[config.mk]
export PLATFORM = sky130hd
export DESIGN_NAME = vote_top
export DESIGN_NICKNAME = d
export VERILOG_FILES = /design/src/vote_pkg.sv /design/src/vote_top.sv /design/src/vote_ctrl.sv /design/src/vote_counter.sv /design/src/vote_selector.sv
export VERILOG_INCLUDE_DIRS = /design/src
export SDC_FILE = /design/constraint.sdc
export NUM_CORES = 1
export LEC_CHECK = 0
export BUFFER_PORTS_ARGS = -buffer_cell sky130_fd_sc_hd__buf_2
export CORE_UTILIZATION = 58
export CTS_CLUSTER_SIZE = 20
export DETAILED_ROUTE_END_ITERATION = 12
export PLACE_DENSITY = 0.86
export SYNTH_ARGS = -nofsm -noshare
export SYNTH_HDL_FRONTEND = slang
export SYNTH_SLANG_ARGS = --single-unit
[constraint.sdc]
create_clock -name clk -period 4.15 [get_ports clk]
set_clock_uncertainty 0.2 [all_clocks]
set_input_delay 0 -clock clk [delete_from_list [all_inputs] [get_ports clk]]
set_output_delay 0 -clock clk [all_outputs]
set_load 0.05 [all_outputs]
[src/vote_defines.svh]
`ifndef VOTE_DEFINES_SVH
`define VOTE_DEFINES_SVH

// number of cores casting votes, fixed by the group adder tree
`define VOTE_CORES 16
// cores summed by one group adder
`define VOTE_GROUP 4
// signed tally width, enough for a count of 2^29
`define VOTE_TALLY_W 30
// accepted beat counter width
`define VOTE_BEAT_W 16
// cycles to wait after finish, same as pipeline depth
`define VOTE_DRAIN 3

`endif
[src/vote_pkg.sv]
`default_nettype none

`include "vote_defines.svh"

package vote_pkg;

    // one bit per core
    typedef logic [`VOTE_CORES-1:0] core_vec_t;

    // single core vote, holds -1, 0 or +1
    typedef logic signed [1:0] vote_t;

    // group sum feeds the tally directly, so same width
    typedef logic signed [`VOTE_TALLY_W-1:0] group_sum_t;

    // running signed total
    typedef logic signed [`VOTE_TALLY_W-1:0] tally_t;

    // accepted beats in one batch
    typedef logic [`VOTE_BEAT_W-1:0] beat_cnt_t;

    // one cycle worth of votes from all cores
    typedef struct packed {
        core_vec_t store;
        core_vec_t core_result;
    } vote_in_t;

    // batch controller states
    typedef enum logic [1:0] {
        ACCUM,
        DRAIN,
        REPORT
    } ctrl_state_t;

endpackage

`default_nettype wire

[src/vote_top.sv]
`timescale 1ns/1ps
`default_nettype none

module vote_top (
    input  logic                clk,
    input  logic                rst,
    input  vote_pkg::vote_in_t  vote_in,
    input  logic                finish,
    output logic                ready,
    output logic                result_valid,
    output logic                result_sign,
    output vote_pkg::beat_cnt_t result_beats
);

    import vote_pkg::*;

    // votes after the controller has dropped out-of-batch stores
    vote_in_t gated_in;
    // end of batch clear, tally back to zero
    logic     clear;
    // current sign of the running tally
    logic     sign_bit;

    // batch controller
    vote_ctrl u_ctrl (
        .clk          (clk),
        .rst          (rst),
        .vote_in      (vote_in),
        .finish       (finish),
        .sign_bit     (sign_bit),
        .gated_in     (gated_in),
        .clear        (clear),
        .ready        (ready),
        .result_valid (result_valid),
        .result_sign  (result_sign),
        .result_beats (result_beats)
    );

    // three stage vote pipeline
    vote_counter u_counter (
        .clk      (clk),
        .rst      (rst),
        .clear    (clear),
        .vote_in  (gated_in),
        .sign_bit (sign_bit)
    );

endmodule

`default_nettype wire

[src/vote_ctrl.sv]
`timescale 1ns/1ps
`default_nettype none

`include "vote_defines.svh"

module vote_ctrl (
    input  logic                clk,
    input  logic                rst,
    input  vote_pkg::vote_in_t  vote_in,
    input  logic                finish,
    input  logic                sign_bit,
    output vote_pkg::vote_in_t  gated_in,
    output logic                clear,
    output logic                ready,
    output logic                result_valid,
    output logic                result_sign,
    output vote_pkg::beat_cnt_t result_beats
);

    import vote_pkg::*;

    // drain counter holds VOTE_DRAIN-1 down to 0
    localparam int drain_w = $clog2(`VOTE_DRAIN + 1);

    ctrl_state_t        state;
    logic [drain_w-1:0] drain_cnt;
    beat_cnt_t          beat_cnt;
    logic               beat_accept;

    // stores only reach the counter while accumulating
    // anything sent during drain or report is dropped here
    always_comb begin
        gated_in = vote_in;
        if (state != ACCUM) begin
            gated_in.store = '0;
        end
    end

    // a beat counts when at least one core stores
    assign beat_accept = |gated_in.store;

    always_ff @(posedge clk) begin
        if (rst) begin
            state     <= ACCUM;
            drain_cnt <= '0;
            beat_cnt  <= '0;
        end else begin
            case (state)
                ACCUM: begin
                    // finish beat may carry stores of its own
                    if (beat_accept) begin
                        beat_cnt <= beat_cnt + 1'b1;
                    end
                    if (finish) begin
                        state     <= DRAIN;
                        drain_cnt <= drain_w'(`VOTE_DRAIN - 1);
                    end
                end
                DRAIN: begin
                    // wait until the last beat has reached the tally
                    if (drain_cnt == '0) begin
                        state <= REPORT;
                    end else begin
                        drain_cnt <= drain_cnt - 1'b1;
                    end
                end
                REPORT: begin
                    // one cycle only, then back for the next batch
                    state    <= ACCUM;
                    beat_cnt <= '0;
                end
                default: begin
                    state <= ACCUM;
                end
            endcase
        end
    end

    // handshake levels decoded from state
    assign ready        = (state == ACCUM);
    assign result_valid = (state == REPORT);
    // tally clears on the edge that leaves report
    assign clear        = (state == REPORT);

    // sign is settled by the time report is reached
    assign result_sign  = sign_bit;
    assign result_beats = beat_cnt;

endmodule

`default_nettype wire

[src/vote_counter.sv]
`timescale 1ns/1ps
`default_nettype none

`include "vote_defines.svh"

module vote_counter (
    input  logic               clk,
    input  logic               rst,
    input  logic               clear,
    input  vote_pkg::vote_in_t vote_in,
    output logic               sign_bit
);

    import vote_pkg::*;

    // number of group adders
    localparam int groups = `VOTE_CORES / `VOTE_GROUP;

    // any core storing this beat
    logic store_any;
    // store strobe delayed to line up with votes, then with group sums
    logic store_n;
    logic store_nn;

    // per core votes, stage one
    vote_t votes [`VOTE_CORES];
    // group sums, stage two
    group_sum_t group_sum [groups];
    // running total, stage three
    tally_t tally;
    tally_t tally_next;

    assign store_any = |vote_in.store;

    // one selector per core
    for (genvar k = 0; k < `VOTE_CORES; k++) begin : g_sel
        vote_selector u_sel (
            .clk             (clk),
            .rst             (rst),
            .store_bit       (vote_in.store[k]),
            .core_result_bit (vote_in.core_result[k]),
            .vote            (votes[k])
        );
    end

    // two stage strobe delay
    // separate strobes per stage so stores can come every cycle
    always_ff @(posedge clk) begin
        if (rst) begin
            store_n  <= 1'b0;
            store_nn <= 1'b0;
        end else begin
            store_n  <= store_any;
            store_nn <= store_n;
        end
    end

    // four group adders, each over four neighbouring cores
    for (genvar g = 0; g < groups; g++) begin : g_grp
        group_sum_t group_next;

        always_comb begin
            group_next = '0;
            for (int i = 0; i < `VOTE_GROUP; i++) begin
                // sign extend each 2 bit vote before adding
                group_next = group_next + group_sum_t'(votes[g * `VOTE_GROUP + i]);
            end
        end

        always_ff @(posedge clk) begin
            if (rst || clear) begin
                group_sum[g] <= '0;
            end else if (store_n) begin
                group_sum[g] <= group_next;
            end
        end
    end

    // add all group sums onto the total
    always_comb begin
        tally_next = tally;
        for (int g = 0; g < groups; g++) begin
            tally_next = tally_next + group_sum[g];
        end
    end

    // tally only moves on the second delayed strobe
    always_ff @(posedge clk) begin
        if (rst || clear) begin
            tally <= '0;
        end else if (store_nn) begin
            tally <= tally_next;
        end
    end

    // negative total gives 1, zero counts as non-negative
    assign sign_bit = tally[`VOTE_TALLY_W-1];

endmodule

`default_nettype wire

[src/vote_selector.sv]
`timescale 1ns/1ps
`default_nettype none

module vote_selector (
    input  logic            clk,
    input  logic            rst,
    input  logic            store_bit,
    input  logic            core_result_bit,
    output vote_pkg::vote_t vote
);

    import vote_pkg::*;

    // vote encodings
    localparam vote_t vote_pos  = 2'sd1;
    localparam vote_t vote_neg  = -2'sd1;
    localparam vote_t vote_none = 2'sd0;

    // first pipeline stage
    // result 1 votes up, result 0 votes down, no store abstains
    always_ff @(posedge clk) begin
        if (rst) begin
            vote <= vote_none;
        end else if (store_bit) begin
            vote <= core_result_bit ? vote_pos : vote_neg;
        end else begin
            // idle core must not keep its old vote
            vote <= vote_none;
        end
    end

endmodule

`default_nettype wire

# ---- After elaboration in Yosys (flattened, before gate mapping)
# Memories as Yosys holds them, arrays and structs flattened.
# Cells that the tools add are included.
dict set report word_totals {
  memories 1
  rom_bits 0
  word_cells 127
  out_inout_bits 19
  latchBits 0
  register_bits 84
  input_bits 35
  mem_bits_rw 120
}
# memory depth width rd rd_ports_with_merged_regs wr line
set memory_table {}
lappend memory_table {u_counter.group_sum 4 30 4 0 4 vote_counter.sv:28} ;# group_sum_t group_sum [groups];
dict set report classes {
  bitwise 20
  mul 0
  n_reduce_logical 26
  shift 0
  n_eq_ne 6
  n_mux 34
  addsub 18
  n_lt_le_gt_ge 0
  n_div 0
}
# op n
set ops {}
lappend ops {{$add 30x2->30} 4}
lappend ops {{$add 30x30->30} 4}
lappend ops {{$mux 30} 4}
lappend ops {{$mux 2} 20}
lappend ops {{$mux 16} 2}
lappend ops {{$pmux 16 s2} 1}
lappend ops {{$reduce_or 2->1} 16}
lappend ops {{$add 16x1->16 const B} 1}
lappend ops {{$add 3x2->4} 4}
lappend ops {{$not 1->1} 16}
lappend ops {{$reduce_or 16->1} 1}
lappend ops {{$add 2x2->3} 4}
lappend ops {{$pmux 2 s2} 2}
lappend ops {{$reduce_bool 2->1} 3}
lappend ops {{$mux 1} 5}
lappend ops {{$logic_not 2->1} 2}
lappend ops {{$ne 2x1->1 const B} 2}
lappend ops {{$ne 2x2->1 const B} 2}
lappend ops {{$or 1x1->1} 4}
lappend ops {{$reduce_and 2->1} 2}
lappend ops {{$reduce_and 3->1} 1}
lappend ops {{$eq 2x1->1 const B} 1}
lappend ops {{$eq 2x2->1 const B} 1}
lappend ops {{$sub 2x1->2 const B} 1}
lappend ops {{$logic_or 1x1->1} 1}

# ---- Longest topological paths before layout
dict set report logic_depth {
  word_depth 5
  mapped_depth 18
  ltp_nobuf 17
}

# ---- Modules after synthesis
# From an unflattened synthesis, not the netlist that was laid out.
dict set report hier_totals {
  hier_cells 988
  hier_area_um2 9172.5
}
# module area_per_inst_um2 seq_area_each_um2 cells_each instances
set by_module_without_submodules {}
lappend by_module_without_submodules {vote_counter 6648.9 1241.2 730 1}
lappend by_module_without_submodules {vote_ctrl 1582.8 400.4 194 1}
lappend by_module_without_submodules {vote_selector 58.8 40.0 4 16}

# ---- Least setup slack after synthesis
# Ideal clock, no wire load.
dict set report synth_timing {
  path_kind {reg-to-reg}
  from {mem u_counter.group_sum[3][20] (netlist bit)}
  to {reg u_counter.tally[23]}
  path_slack_ns -0.194
  period_less_slack_ns 4.344
  path_buffers 0
  required_time_ns 3.888
  setup_ns 0.062
  stages_incl_launch_ff 18
  arrival_ns 4.082
  path_cell_list {edfxtp_1 > inv_1 > fa_1 > inv_1 > fa_1 > inv_1 > fa_1 > inv_1 > ha_1 > nand2_1 > o21ai_2 > and3_1 > a221oi_2 > or4b_1 > nand2_1 > a31oi_1 > or4b_1 > nand3_1}
}
# element line
set synth_rtl {}
lappend synth_rtl {{start, declared} vote_counter.sv:28}
lappend synth_rtl {{end signal, assigned} vote_counter.sv:92} ;# tally <= tally_next;
lappend synth_rtl {{end, declared} vote_counter.sv:30} ;# tally_t tally;

==> impl_metrics.toml <==
[floorplanning]
rows = 51
fp.dieW_um = 144
io_pins = 54
die_area_mm2 = 0.0207
initial_core_util = 0.597
core_area_mm2 = 0.0196
die_h_um = 144

[drt]
viasPerCell = 5.46
dr_total_vias = 8564
drc = 0
drt_iter0_drc = 716
postRouteWirelength_um = 30200
first_pass_iters = 5
postRouteAntennaNets = 0
wl_per_cell_um = 19.3

[sta]
max_clock_freq_mhz = 219
setup_viol = 20
relSlewSlack = 0.253
hold_slack_ns = 0.152
finalHoldViolCount = 0
worst_slack_ns = -0.417
finalMaxSlewViolations = 0
post-route-min-period_ns = 4.57
worst_pin_slew_ns = 1.12
rsz0062_at_grt = "yes"
min_period_over_period = 1.10

[cells_and_area]
multi_input_area_mm2 = 0.00695
register_area_mm2 = 0.00409
drive_gt1_frac = 0.180
syn_to_final_growth_pct = 21.6
num-nets-final = 1532
n_fill_cell = 1167
final_area_mm2 = 0.0142

[yosys]
yosys.area.top_type_share = 0.267
yosys_warnings = 0
syn_nets = 1359
syn_inst = 1116
yosys-top-cells-area = "fa_1 27%, edfxtp_1 21%, dfxtp_1 14%, inv_1 7.6%, ha_1 5.6%"
yosysSeqAreaShare = 0.349
syn_area_mm2 = 0.0117
syn_area_per_cell_um2 = 10.5
synthArstFlopShare = 0
synth.distinct_cells = 52
synth-seq-cells = 164
synth_edf_count = 80
yosys.area.top_type = "fa_1"
synth_flop_cell = "dfxtp_1"

[critical_path]
cp-start-kind = "register"
startpoint = "u_counter.group_sum[3][19]$_SDFFCE_PN0P_"
rr_startpoint = "u_counter.group_sum[3][19]$_SDFFCE_PN0P_"
cp_max_fo = 4
cp.required_ns = 4.32
arrival_ns = 4.74
setup.worst_path.end_class = "register"
path_class = "reg -> reg"

[cts]
cts.sinks = 164
clock_latency_ns = 0.43
path_clk_slew_ns = 0.07
numCtsBuffers = 17
cts_root_buf = "clkbuf_16"
h-tree-depth = 4
cts_tree = "yes"
clockBufferDepth = 2

[grt]
grt_max_degree = 81
use_met1 = 0.358
top_usage_layer = "met2"
gr-usage-all-layers = 0.307
grt_use_met2 = 0.552
grt_pass1_vias = 9226
antenna_found_initial = 1
grt_util_met3 = 0.0387
gr-total-overflow = 0
grt_pass1_wl_um = 47000

[place]
place_ws_ns = -0.353
dp_hpwl_um = 19100
placed_area_mm2 = 0.0127
port_buffers = 53
place.gp.congestion = 0.916

[status]
failed_checks = "setup timing"
outcome = "complete, but fails checks"

[power_and_ir_drop]
powerDensity_mw_per_mm2 = 733
ir_drop_mv = 0.438
p_leak_nw = 6.50
power_w = 0.0104

[worst_hold_path]
hold_start = "vote_in[24]"
hp-class = "in -> reg"

[job]
drv_cap = 0
==> worst paths after layout <==
kind | end | slack, ns | cells after the start
max | u_counter.tally[23]$_SDFFE_PP0P_ | -0.42 | 18
min | u_counter.g_sel[8].u_sel.vote[0]$_SDFF_PP0_ | 0.15 | 3
max reg2reg | u_counter.tally[23]$_SDFFE_PP0P_ | -0.42 | 18
min reg2reg | u_counter.tally[24]$_SDFFE_PP0P_ | 0.31 | 2
==> critical path, cell delays in order (launching register included) <==
cell and delay [ns]:
edfxtp_1 0.36, inv_2 0.05, fa_1 0.54, inv_2 0.05, fa_1 0.50, inv_1 0.06
fa_1 0.52, inv_2 0.05, ha_4 0.28, nand2_2 0.05, o21ai_2 0.15, and3_4 0.21
a221oi_4 0.07, buf_6 0.14, or4b_4 0.53, nand2_4 0.09, a31oi_1 0.10, or4b_1 0.48
nand3_1 0.07
==> area by class of cell <==
class,count,area share
inverter,238,0.0628
tap,265,0.0233
clock inverter,11,0.00616
clock buffer,21,0.0339
antenna,1,0.000176
sequential,164,0.287
multi-input combinational,686,0.489
timing repair buffer,182,0.0975
==> Yosys cell counts (23+ instances only) <==
library cell	count
inv_1	238
fa_1	156
nor2_1	114
dfxtp_1	84
edfxtp_1	80
a21oi_1	52
ha_1	52
and3_1	37
nor2b_1	33
nand2_1	26
xnor2_1	25
clkbuf_1	23
==> through the flow <==
stage | std cells | utilization | TNS (ns)
2_1_floorplan | 1116 | - | -0.0539
3_3_place_gp | 1466 | 0.649 | -1.58
3_5_place_dp | 1466 | 0.649 | -3.36
4_1_cts | 1556 | 0.718 | -2.25
5_1_grt | 1568 | 0.726 | -7.75
6_report | 1568 | 0.726 | -4.63
==> sequential cells by signal, summed over array words and instances (netlist names) <==
register,flops
u_counter.store_n,1
u_counter.tally,30
u_counter.store_nn,1
u_counter.g_sel.u_sel.vote,32
u_ctrl.drain_cnt,2
u_counter.group_sum,80
u_ctrl.state,2
u_ctrl.result_beats,16
==> kinds of logic after synthesis <==
| kind of cell | count (synthesis) | synth area share |
|---|---|---|
| AND/OR/NAND/NOR | 288 | 0.124 |
| buffers and inverters | 266 | 0.0855 |
| adder cells (fa/ha/maj) | 208 | 0.323 |
| flip-flops | 164 | 0.349 |
| AO/OA/AOI/OAI | 124 | 0.0664 |
| XOR/XNOR | 46 | 0.0345 |
| multiplexers | 20 | 0.0172 |
==> power by group <==
group          internal [W]  switching (W)  leakage, nW  total [W]
clock              0.000848       0.000709        0.284    0.00156
sequential          0.00194       0.000186         1.56    0.00213
combinational       0.00313        0.00361         4.66    0.00674
total               0.00592        0.00451         6.50     0.0104
==> metal layers <==
metal  share of wire  routed length [µm]  vias to the layer above
met2            0.53               16100                      377
met4           0.043                1310                        0
met3           0.046                1380                       94
met1            0.38               11400                     4259
li1                -                   -                     3834
met5               0                   0                        -
==> cell usage in the layout, fill, tap and decap left out, types with 9 or more instances in the layout <==
cell,Yosys,final
dlygate4sd3_1,0,51
nand4_1,9,9
fa_1,156,152
o21ai_0,12,11
xnor2_1,25,24
dfxtp_1,84,83
inv_1,238,225
ha_1,52,44
nand3_1,13,13
buf_2,1,54
nor2b_1,33,31
a21o_1,21,21
xor2_1,21,20
nor2_1,114,110
buf_4,0,72
a21oi_1,52,40
and2_1,21,20
clkbuf_16,0,18
a21oi_2,1,13
edfxtp_1,80,80
inv_2,0,13
nand2_1,26,24
and3_1,37,36
mux2i_1,19,19
==> timing repair <==
item                                    CTS  global route
hold buffers                             51             0
endpoints found under the setup margin   19            25
buffers inserted                          8            11
pin swaps                                43            25
endpoints found under the hold margin    40             0
resized for setup                        46            23
Power figures use the tool's default switching activity.
